===== config.mk =====
export PLATFORM = sky130hd
export DESIGN_NAME = decode_stage
export DESIGN_NICKNAME = d
export VERILOG_FILES = /design/src/design/rv_decode_pkg.sv /design/src/design/decode_control.sv /design/src/design/imm_gen.sv /design/src/design/operand_forward.sv /design/src/design/branch_unit.sv /design/src/design/id_ex_reg.sv /design/src/design/decode_stage.sv
export VERILOG_INCLUDE_DIRS = /design/src /design/src/design
export SDC_FILE = /design/constraint.sdc
export NUM_CORES = 1
export LEC_CHECK = 0
export BUFFER_PORTS_ARGS = -buffer_cell sky130_fd_sc_hd__buf_4
export CORE_MARGIN = 2
export CORE_UTILIZATION = 51
export DETAILED_ROUTE_END_ITERATION = 12
export HOLD_SLACK_MARGIN = 0.1
export MAX_ROUTING_LAYER = met4
export PLACE_DENSITY = 0.83
export SLEW_MARGIN = 5
export SYNTH_ARGS = -nofsm -noshare
export SYNTH_HDL_FRONTEND = slang
export SYNTH_SLANG_ARGS = --single-unit

===== constraint.sdc =====
create_clock -name bus -period 6.3 [get_ports bus]
set_clock_uncertainty 0.2 [all_clocks]
set_input_delay 0.945 -clock bus [delete_from_list [all_inputs] [get_ports bus]]
set_output_delay 0.945 -clock bus [all_outputs]
set_load 0.02 [all_outputs]

===== src/design/rv_decode_macros.svh =====
`ifndef RV_DECODE_MACROS_SVH
`define RV_DECODE_MACROS_SVH

////////////////////////////////////////////////////////////////////////////
// Datapath widths
////////////////////////////////////////////////////////////////////////////

// Register and immediate data
`define XLEN 32

// Fetch address, matches the 16-bit program memory
`define PC_W 16

// Register file index
`define REG_AW 5

`endif


===== src/design/rv_decode_pkg.sv =====
`include "rv_decode_macros.svh"

package rv_decode_pkg;

   // Base integer opcodes handled by decode
   typedef enum logic [6:0] {
      OPC_LOAD   = 7'b0000011,
      OPC_STORE  = 7'b0100011,
      OPC_OP_IMM = 7'b0010011,
      OPC_OP     = 7'b0110011,
      OPC_BRANCH = 7'b1100011,
      OPC_JAL    = 7'b1101111,
      OPC_JALR   = 7'b1100111,
      OPC_LUI    = 7'b0110111,
      OPC_AUIPC  = 7'b0010111
   } opcode_e;

   // ALU_ADD must stay zero, the bubble relies on it
   typedef enum logic [2:0] {
      ALU_ADD     = 3'd0,
      ALU_SUB     = 3'd1,
      ALU_AND     = 3'd2,
      ALU_OR      = 3'd3,
      ALU_XOR     = 3'd4,
      ALU_SLT     = 3'd5,
      ALU_SHIFT_L = 3'd6,
      ALU_SHIFT_R = 3'd7
   } alu_op_e;

   typedef struct packed {
      alu_op_e    alu_op;
      logic       alu_src;    // Immediate as operand B
      logic       mem_read;
      logic       mem_write;
      logic       reg_write;
      logic [2:0] mem_size;   // funct3 of loads and stores
      logic       jal;
      logic       jalr;
      logic       lui;
      logic       auipc;
   } dec_ctrl_t;

   // Results coming back from the younger stages
   typedef struct packed {
      logic               reg_write;
      logic               mem_read;
      logic [`REG_AW-1:0] rd;
      logic [`XLEN-1:0]   alu_res;
   } ex_mem_fwd_t;

   typedef struct packed {
      logic               reg_write;
      logic [`REG_AW-1:0] rd;
      logic [`XLEN-1:0]   wb_res;
   } mem_wb_fwd_t;

   typedef struct packed {
      dec_ctrl_t          ctrl;
      logic [`REG_AW-1:0] rs1;
      logic [`REG_AW-1:0] rs2;
      logic [`REG_AW-1:0] rd;
      logic [`XLEN-1:0]   op_a;
      logic [`XLEN-1:0]   op_b;
      logic [`XLEN-1:0]   imm;
      logic [`PC_W-1:0]   pc;
   } id_ex_t;

endpackage


===== src/design/decode_control.sv =====
`timescale 1ns/1ps
`include "rv_decode_macros.svh"

module decode_control
   import rv_decode_pkg::*;
(
   input  logic               bus,
   input  logic               rst_n,
   input  logic [`XLEN-1:0]   ins,
   input  logic               hold,
   input  logic               id_ex_mem_read,
   input  logic [`REG_AW-1:0] id_ex_rd_fb,
   input  logic               rs1_match_ex,
   input  logic               rs2_match_ex,
   input  logic [1:0]         mem_read_hit,
   input  logic               branch_taken,
   output dec_ctrl_t          ctrl,
   output logic               is_branch,
   output logic               stall,
   output logic               squash
);

   opcode_e    opc;
   logic [2:0] funct3;
   logic       use_rs1;
   logic       use_rs2;
   logic       ex_rd_live;
   logic       load_use;
   logic       branch_hz;

   function automatic alu_op_e funct_to_alu(input logic [2:0] f3, input logic sub);
      alu_op_e op;
      case (f3)
         3'b000:  op = sub ? ALU_SUB : ALU_ADD;
         3'b001:  op = ALU_SHIFT_L;
         3'b010:  op = ALU_SLT;
         3'b011:  op = ALU_SLT;
         3'b100:  op = ALU_XOR;
         3'b101:  op = ALU_SHIFT_R;
         3'b110:  op = ALU_OR;
         default: op = ALU_AND;
      endcase
      return op;
   endfunction

   assign opc    = opcode_e'(ins[6:0]);
   assign funct3 = ins[14:12];

   ////////////////////////////////////////////////////////////////////////////
   // Main decoder
   ////////////////////////////////////////////////////////////////////////////

   always_comb begin
      ctrl      = '0;
      is_branch = 1'b0;
      use_rs1   = 1'b0;
      use_rs2   = 1'b0;
      case (opc)
         OPC_LOAD: begin
            ctrl.alu_src   = 1'b1;
            ctrl.mem_read  = 1'b1;
            ctrl.reg_write = 1'b1;
            ctrl.mem_size  = funct3;
            use_rs1        = 1'b1;
         end
         OPC_STORE: begin
            ctrl.alu_src   = 1'b1;
            ctrl.mem_write = 1'b1;
            ctrl.mem_size  = funct3;
            use_rs1        = 1'b1;
            use_rs2        = 1'b1;
         end
         OPC_OP_IMM: begin
            // No SUBI, bit 30 belongs to the immediate here
            ctrl.alu_op    = funct_to_alu(funct3, 1'b0);
            ctrl.alu_src   = 1'b1;
            ctrl.reg_write = 1'b1;
            use_rs1        = 1'b1;
         end
         OPC_OP: begin
            ctrl.alu_op    = funct_to_alu(funct3, ins[30]);
            ctrl.reg_write = 1'b1;
            use_rs1        = 1'b1;
            use_rs2        = 1'b1;
         end
         OPC_BRANCH: begin
            ctrl.alu_op = ALU_SUB;
            is_branch   = 1'b1;
            use_rs1     = 1'b1;
            use_rs2     = 1'b1;
         end
         OPC_JAL: begin
            ctrl.alu_src   = 1'b1;
            ctrl.reg_write = 1'b1;
            ctrl.jal       = 1'b1;
         end
         OPC_JALR: begin
            ctrl.alu_src   = 1'b1;
            ctrl.reg_write = 1'b1;
            ctrl.jalr      = 1'b1;
            use_rs1        = 1'b1;
         end
         OPC_LUI: begin
            ctrl.alu_src   = 1'b1;
            ctrl.reg_write = 1'b1;
            ctrl.lui       = 1'b1;
         end
         OPC_AUIPC: begin
            ctrl.alu_src   = 1'b1;
            ctrl.reg_write = 1'b1;
            ctrl.auipc     = 1'b1;
         end
         default: ;
      endcase
   end

   ////////////////////////////////////////////////////////////////////////////
   // Hazard detection
   ////////////////////////////////////////////////////////////////////////////

   // ID/EX rd is zeroed when nothing is written, so nonzero implies reg_write
   assign ex_rd_live = (id_ex_rd_fb != '0);

   assign load_use = id_ex_mem_read && ex_rd_live &&
                     ((use_rs1 && rs1_match_ex) || (use_rs2 && rs2_match_ex));

   // Branches resolve here, so their operands must be final now
   assign branch_hz = (is_branch || ctrl.jalr) &&
                      ((use_rs1 && ((ex_rd_live && rs1_match_ex) || mem_read_hit[0])) ||
                       (use_rs2 && ((ex_rd_live && rs2_match_ex) || mem_read_hit[1])));

   // A squashed slot is dropped anyway
   assign stall = !squash && (load_use || branch_hz);

   // Kill the slot behind a taken branch
   always_ff @(posedge bus or negedge rst_n) begin
      if (!rst_n) begin
         squash <= 1'b0;
      end else if (!hold) begin
         squash <= branch_taken;
      end
   end

   a_no_branch_when_blocked: assert property (
      @(posedge bus) disable iff (!rst_n)
      (stall || squash) |-> !branch_taken
   );

   a_squash_one_cycle: assert property (
      @(posedge bus) disable iff (!rst_n)
      (squash && !hold) |=> !squash
   );

endmodule


===== src/design/imm_gen.sv =====
`timescale 1ns/1ps
`include "rv_decode_macros.svh"

module imm_gen
   import rv_decode_pkg::*;
(
   input  logic [`XLEN-1:0] ins,
   output logic [`XLEN-1:0] imm
);

   opcode_e opc;

   assign opc = opcode_e'(ins[6:0]);

   // Sign bit is always ins[31]
   always_comb begin
      case (opc)
         OPC_LOAD, OPC_OP_IMM, OPC_JALR:
            imm = {{20{ins[31]}}, ins[31:20]};
         OPC_STORE:
            imm = {{20{ins[31]}}, ins[31:25], ins[11:7]};
         OPC_BRANCH:
            imm = {{19{ins[31]}}, ins[31], ins[7], ins[30:25], ins[11:8], 1'b0};
         OPC_LUI, OPC_AUIPC:
            imm = {ins[31:12], 12'h000};
         OPC_JAL:
            imm = {{11{ins[31]}}, ins[31], ins[19:12], ins[20], ins[30:21], 1'b0};
         default:
            imm = '0;
      endcase
   end

endmodule


===== src/design/operand_forward.sv =====
`timescale 1ns/1ps
`include "rv_decode_macros.svh"

module operand_forward
   import rv_decode_pkg::*;
(
   input  logic               bus,
   input  logic               rst_n,
   input  logic [`REG_AW-1:0] rs1_addr,
   input  logic [`REG_AW-1:0] rs2_addr,
   input  logic [`XLEN-1:0]   rf_rs1_data,
   input  logic [`XLEN-1:0]   rf_rs2_data,
   input  ex_mem_fwd_t        ex_mem,
   input  mem_wb_fwd_t        mem_wb,
   input  logic [`REG_AW-1:0] id_ex_rd_fb,
   output logic [`XLEN-1:0]   op_a,
   output logic [`XLEN-1:0]   op_b,
   output logic               rs1_match_ex,
   output logic               rs2_match_ex,
   output logic [1:0]         mem_read_hit
);

   // EX/MEM first, then MEM/WB, then the register file
   function automatic logic [`XLEN-1:0] pick(input logic [`REG_AW-1:0] rs,
                                             input logic [`XLEN-1:0]   rf_val,
                                             input ex_mem_fwd_t        em,
                                             input mem_wb_fwd_t        mw);
      logic [`XLEN-1:0] val;
      if (em.reg_write && !em.mem_read && em.rd != '0 && em.rd == rs) begin
         val = em.alu_res;
      end else if (mw.reg_write && mw.rd != '0 && mw.rd == rs) begin
         val = mw.wb_res;
      end else begin
         val = rf_val;
      end
      return val;
   endfunction

   assign op_a = pick(rs1_addr, rf_rs1_data, ex_mem, mem_wb);
   assign op_b = pick(rs2_addr, rf_rs2_data, ex_mem, mem_wb);

   // Raw compare, the hazard logic qualifies it with rd != 0
   assign rs1_match_ex = (id_ex_rd_fb == rs1_addr);
   assign rs2_match_ex = (id_ex_rd_fb == rs2_addr);

   // Load data in EX/MEM is not ready yet
   assign mem_read_hit[0] = ex_mem.mem_read && ex_mem.rd != '0 && ex_mem.rd == rs1_addr;
   assign mem_read_hit[1] = ex_mem.mem_read && ex_mem.rd != '0 && ex_mem.rd == rs2_addr;

   a_x0_not_forwarded: assert property (
      @(posedge bus) disable iff (!rst_n)
      ((rs1_addr == '0) |-> (op_a == rf_rs1_data)) and
      ((rs2_addr == '0) |-> (op_b == rf_rs2_data))
   );

endmodule


===== src/design/branch_unit.sv =====
`timescale 1ns/1ps
`include "rv_decode_macros.svh"

module branch_unit
   import rv_decode_pkg::*;
(
   input  logic [`XLEN-1:0] ins,
   input  logic [`PC_W-1:0] pc,
   input  logic [`XLEN-1:0] op_a,
   input  logic [`XLEN-1:0] op_b,
   input  logic [`XLEN-1:0] imm,
   input  dec_ctrl_t        ctrl,
   input  logic             is_branch,
   input  logic             stall,
   input  logic             squash,
   output logic             branch_taken,
   output logic [`PC_W-1:0] branch_target
);

   logic [2:0]       funct3;
   logic             cond;
   logic [`XLEN-1:0] jalr_sum;

   assign funct3 = ins[14:12];

   ////////////////////////////////////////////////////////////////////////////
   // Condition on the forwarded operands
   ////////////////////////////////////////////////////////////////////////////

   always_comb begin
      case (funct3)
         3'b000:  cond = (op_a == op_b);
         3'b001:  cond = (op_a != op_b);
         3'b100:  cond = ($signed(op_a) < $signed(op_b));
         3'b101:  cond = ($signed(op_a) >= $signed(op_b));
         3'b110:  cond = (op_a < op_b);
         3'b111:  cond = (op_a >= op_b);
         default: cond = 1'b0;
      endcase
   end

   // Stalled operands are stale, squashed slots are dead
   assign branch_taken = !stall && !squash &&
                         (ctrl.jal || ctrl.jalr || (is_branch && cond));

   ////////////////////////////////////////////////////////////////////////////
   // Target address
   ////////////////////////////////////////////////////////////////////////////

   assign jalr_sum = op_a + imm;

   always_comb begin
      if (ctrl.jalr) begin
         branch_target = {jalr_sum[`PC_W-1:1], 1'b0};
      end else begin
         // B or J immediate, wraps inside the fetch space
         branch_target = pc + imm[`PC_W-1:0];
      end
   end

endmodule


===== src/design/id_ex_reg.sv =====
`timescale 1ns/1ps
`include "rv_decode_macros.svh"

module id_ex_reg
   import rv_decode_pkg::*;
(
   input  logic   bus,
   input  logic   rst_n,
   input  logic   hold,
   input  logic   stall,
   input  logic   squash,
   input  id_ex_t next,
   output id_ex_t id_ex
);

   id_ex_t bubble;

   // NOP slot, only the fetch address survives
   always_comb begin
      bubble              = '0;
      bubble.ctrl.alu_src = 1'b1;
      bubble.pc           = next.pc;
   end

   ////////////////////////////////////////////////////////////////////////////
   // ID/EX register
   ////////////////////////////////////////////////////////////////////////////

   always_ff @(posedge bus or negedge rst_n) begin
      if (!rst_n) begin
         id_ex <= '0;
      end else if (!hold) begin
         if (stall || squash) begin
            id_ex <= bubble;
         end else begin
            id_ex <= next;
         end
      end
   end

   // Nothing may reach the register file or memory from a bubble
   a_bubble_is_inert: assert property (
      @(posedge bus) disable iff (!rst_n)
      (!hold && (stall || squash)) |=> (!id_ex.ctrl.reg_write && !id_ex.ctrl.mem_write)
   );

endmodule


===== src/design/decode_stage.sv =====
`timescale 1ns/1ps
`include "rv_decode_macros.svh"

module decode_stage
   import rv_decode_pkg::*;
(
   input  logic               bus,
   input  logic               rst_n,
   input  logic [`XLEN-1:0]   ins,
   input  logic [`PC_W-1:0]   pc,
   input  logic [`XLEN-1:0]   rf_rs1_data,
   input  logic [`XLEN-1:0]   rf_rs2_data,
   input  ex_mem_fwd_t        ex_mem,
   input  mem_wb_fwd_t        mem_wb,
   input  logic               id_ex_mem_read,
   input  logic [`REG_AW-1:0] id_ex_rd_fb,
   input  logic               hold,
   output logic [`REG_AW-1:0] rs1_addr,
   output logic [`REG_AW-1:0] rs2_addr,
   output logic               stall,
   output logic               branch_taken,
   output logic [`PC_W-1:0]   branch_target,
   output id_ex_t             id_ex
);

   dec_ctrl_t        ctrl;
   logic             is_branch;
   logic             squash;
   logic [`XLEN-1:0] imm;
   logic [`XLEN-1:0] op_a;
   logic [`XLEN-1:0] op_b;
   logic             rs1_match_ex;
   logic             rs2_match_ex;
   logic [1:0]       mem_read_hit;
   id_ex_t           next;

   assign rs1_addr = ins[19:15];
   assign rs2_addr = ins[24:20];

   // Bundle for ID/EX, rd kept only for register writers
   assign next.ctrl = ctrl;
   assign next.rs1  = rs1_addr;
   assign next.rs2  = rs2_addr;
   assign next.rd   = ctrl.reg_write ? ins[11:7] : '0;
   assign next.op_a = op_a;
   assign next.op_b = op_b;
   assign next.imm  = imm;
   assign next.pc   = pc;

   decode_control i_decode_control (
      .bus            (bus),
      .rst_n          (rst_n),
      .ins            (ins),
      .hold           (hold),
      .id_ex_mem_read (id_ex_mem_read),
      .id_ex_rd_fb    (id_ex_rd_fb),
      .rs1_match_ex   (rs1_match_ex),
      .rs2_match_ex   (rs2_match_ex),
      .mem_read_hit   (mem_read_hit),
      .branch_taken   (branch_taken),
      .ctrl           (ctrl),
      .is_branch      (is_branch),
      .stall          (stall),
      .squash         (squash)
   );

   imm_gen i_imm_gen (
      .ins (ins),
      .imm (imm)
   );

   operand_forward i_operand_forward (
      .bus          (bus),
      .rst_n        (rst_n),
      .rs1_addr     (rs1_addr),
      .rs2_addr     (rs2_addr),
      .rf_rs1_data  (rf_rs1_data),
      .rf_rs2_data  (rf_rs2_data),
      .ex_mem       (ex_mem),
      .mem_wb       (mem_wb),
      .id_ex_rd_fb  (id_ex_rd_fb),
      .op_a         (op_a),
      .op_b         (op_b),
      .rs1_match_ex (rs1_match_ex),
      .rs2_match_ex (rs2_match_ex),
      .mem_read_hit (mem_read_hit)
   );

   branch_unit i_branch_unit (
      .ins           (ins),
      .pc            (pc),
      .op_a          (op_a),
      .op_b          (op_b),
      .imm           (imm),
      .ctrl          (ctrl),
      .is_branch     (is_branch),
      .stall         (stall),
      .squash        (squash),
      .branch_taken  (branch_taken),
      .branch_target (branch_target)
   );

   id_ex_reg i_id_ex_reg (
      .bus    (bus),
      .rst_n  (rst_n),
      .hold   (hold),
      .stall  (stall),
      .squash (squash),
      .next   (next),
      .id_ex  (id_ex)
   );

endmodule


==> results.sh <==
export IMPL_status="completed"
export IMPL_timing_final_crit_share=0.995
export IMPL_path_buf_inv=2
export IMPL_die_x_microns=144
export IMPL_synth_top_area_cell="dfrtp_1"
export IMPL_ant_nets=0
export IMPL_rsz0062_at_grt="yes"
export IMPL_netlist_area_sq_um=9990
export IMPL_hold_buffers=0
export IMPL_startpoint="ins[23]"
export IMPL_grt_overflow_total=0
export IMPL_dieArea_sq_um=20700
export IMPL_cts_buffer_depth=2
export IMPL_io_pins=367
export IMPL_yosysSeqAreaShare=0.356
export IMPL_track_usage=0.358
export IMPL_path_delay_family="compound AO/OA/AOI/OAI gates"
export IMPL_synth_most_common_cell="nand2_1"
export IMPL_irDropWorstVdd_mv=0.187
export IMPL_grt_max_degree=116
export IMPL_cpMostUsedCell="a21o_1"
export IMPL_drt_iter0_drc=759
export IMPL_grt_pass1_vias=10280
export IMPL_critPathKind="in -> out"
export IMPL_final_layout_size_suffix_gt1_frac=0.327
export IMPL_relSlewSlack=0.428
export IMPL_via_per_inst=5.88
export IMPL_wl_per_cell_microns=20.6
export IMPL_final_setup_viol_count=0
export IMPL_ys_flop_type="dfrtp_1"
export IMPL_drc=0
export IMPL_synth_area_leaders="dfrtp_1 36%, ha_1 7.6%, nand2_1 7.4%"
export IMPL_antenna_found_initial=4
export IMPL_hold_path_cell_count=2
export IMPL_arrival_ns=5.12
export IMPL_synth_area_per_cell_sq_um=8.55
export IMPL_row_count=51
export IMPL_drv_cap=0
export IMPL_port_buffers=366
export IMPL_fin_crit_ns=6.27
export IMPL_final_seq_area_sq_um=3550
export IMPL_hold_slack_ns=0.287
export IMPL_place_area_sq_um=13100
export IMPL_fin_setup_tns_ns=0
export IMPL_synth_net_count=1429
export IMPL_multiInputGateArea_sq_um=6080
export IMPL_nets=1777
export IMPL_cts_tree="yes"
export IMPL_fin_area_sq_um=13900
export IMPL_r2r_slack_ns=3.58
export IMPL_cts_sinks=142
export IMPL_first_pass_iters=6
export IMPL_vias=10570
export IMPL_p_leak_nw=6.90
export IMPL_syn_inst=1168
export IMPL_powerDensity_nw_per_um2=202
export IMPL_die_h_microns=144
export IMPL_rr_worst_depth=5
export IMPL_core_sq_um=19300
export IMPL_min_to="i_id_ex_reg.id_ex[72]"
export IMPL_cp_slowest_cell="or4_4"
export IMPL_gp_congestion=0.956
export IMPL_reg2reg_from="i_decode_control.squash"
export IMPL_totalWireLength_mm=37.0
export IMPL_synth_seq_cells=142
export IMPL_clk_insertion_delay_late_ns=0.43
export IMPL_synth_top_area_share=0.356
export IMPL_async_flop_share=1.00
export IMPL_fmax_ghz=0.159
export IMPL_dp_hpwl_mm=28.2
export IMPL_start_kind="input port"
export IMPL_clkTransAtPathRegs_ns=0.07
export IMPL_largest_register_ffs=141
export IMPL_holdCritStartpoint="i_id_ex_reg.id_ex[72]"
export IMPL_required_ns=5.15
export IMPL_yosys_cell_types_count=66
export IMPL_cts_buffers=17
export IMPL_end_kind="primary output"
export IMPL_fin_util=0.717
export IMPL_tightestPinTransition_ns=0.858
export IMPL_synth_enable_flop_cells=0
export IMPL_cts_max_level=4
export IMPL_cts_root_buffer="clkbuf_16"
export IMPL_fin_ws_ns=0.0302
export IMPL_report_final_hold_viol_count=0
export IMPL_final_fill_count=1510
export IMPL_yosysWarnings=0
export IMPL_syn_to_final_growth_pct=38.7
export IMPL_start_util=0.517
export IMPL_path_max_fanout=4
export IMPL_preCtsSetupSlack_ns=-0.163
export IMPL_crit_chain="buf_4, xnor2_1, nand3_1, or4_4, mux2i_1, nor2_1, a21oi_2, ha_1, a21o_1, a21o_1, a21o_1, a21o_1, a211o_1, a221o_1, a211oi_2, mux2i_1, a211o_1, o22ai_2, buf_6"
export IMPL_r2r_end="i_id_ex_reg.id_ex[34]"
export IMPL_synthTopCellsByCount="197 x nand2_1, 142 x dfrtp_1, 118 x o21ai_0, 90 x a21oi_1, 65 x clkbuf_1"
export IMPL_hold_class="reg -> reg"
export IMPL_slew_viol_final=0
export IMPL_grt_pass1_wl_mm=55.3
export IMPL_slowest_delay_ns=0.63
[per-stage QoR]
stage | total power (W) | std cells
2_1_floorplan | 0.00140 | 1168
3_3_place_gp | 0.00174 | 1754
3_5_place_dp | 0.00176 | 1754
4_1_cts | 0.00279 | 1789
5_1_grt | 0.00291 | 1798
6_report | 0.00280 | 1798
[layer usage]
metal / share of wire / track usage / up-vias
met3: 0.088 / 0.0854 / 112
met5: 0 / - / -
met2: 0.48 / 0.569 / 550
met4: 0.043 / 0.170 / 0
li1: - / - / 4885
met1: 0.39 / 0.430 / 5023
[power by group]
| group | internal (W) | switching [W] |
|---|---|---|
| registers | 0.000974 | 0.0000411 |
| clock network | 0.000541 | 0.000504 |
| logic | 0.000331 | 0.000413 |
[worst reg2reg max path: stages (launching register included)]
cell	delay (ns)
dfrtp_1	0.40
nand2b_4	0.39
buf_4	0.41
nor2_1	0.59
o21ai_2	0.36
o21ai_0	0.29
[final cells by class]
class | count | area share
well taps | 265 | 0.0239
multi-input cells | 918 | 0.438
clock inverters | 15 | 0.0133
clock buffers | 17 | 0.0307
repair buffers | 418 | 0.232
flip-flops and latches | 142 | 0.256
diodes | 4 | 0.000722
inverters | 19 | 0.00515
[cell families after synthesis]
family,share of synthesized area
compound gates,0.221
xor+xnor,0.0447
fa+ha+maj,0.0804
buf+inv,0.0455
flops,0.356
mux,0.0821
simple gates,0.171
[cell usage in the layout (no fill, tap or decap), types with 11 or more instances in the layout]
| master | synthesis | final |
|---|---|---|
| inv_1 | 19 | 18 |
| o31ai_1 | 44 | 44 |
| nor2_1 | 60 | 58 |
| a22o_1 | 21 | 21 |
| xnor2_1 | 29 | 29 |
| mux2_2 | 16 | 16 |
| ha_1 | 61 | 61 |
| buf_4 | 10 | 407 |
| nand2_1 | 197 | 197 |
| mux2i_1 | 64 | 64 |
| nand4_1 | 13 | 13 |
| dfrtp_1 | 142 | 142 |
| nand3_1 | 17 | 17 |
| nor3_1 | 13 | 11 |
| a21oi_1 | 90 | 88 |
| nor2b_1 | 13 | 13 |
| xor2_1 | 22 | 22 |
| o21ai_0 | 118 | 114 |
| a21o_1 | 23 | 23 |
| clkbuf_16 | 0 | 17 |
[worst max path at each step]
| stage | end | slack, ns | cells past startpoint |
|---|---|---|---|
| after global routing | branch_taken | -0.15 | 19 |
| final | branch_taken | 0.03 | 19 |
| after detailed placement | branch_taken | -0.16 | 19 |
| after floorplan | branch_taken | 0.005 | 18 |
| after CTS | branch_taken | 0.01 | 19 |
| after global placement | branch_taken | 0.02 | 19 |
[timing repair]
action,in CTS,in global routing
setup endpoints to repair,3,6
buffers inserted,3,5
endpoints found under the hold margin,0,0
cloned,0,0
gates resized for setup,2,23
pin swaps,1,21
Note: power is estimated with default switching activity, not from simulation.
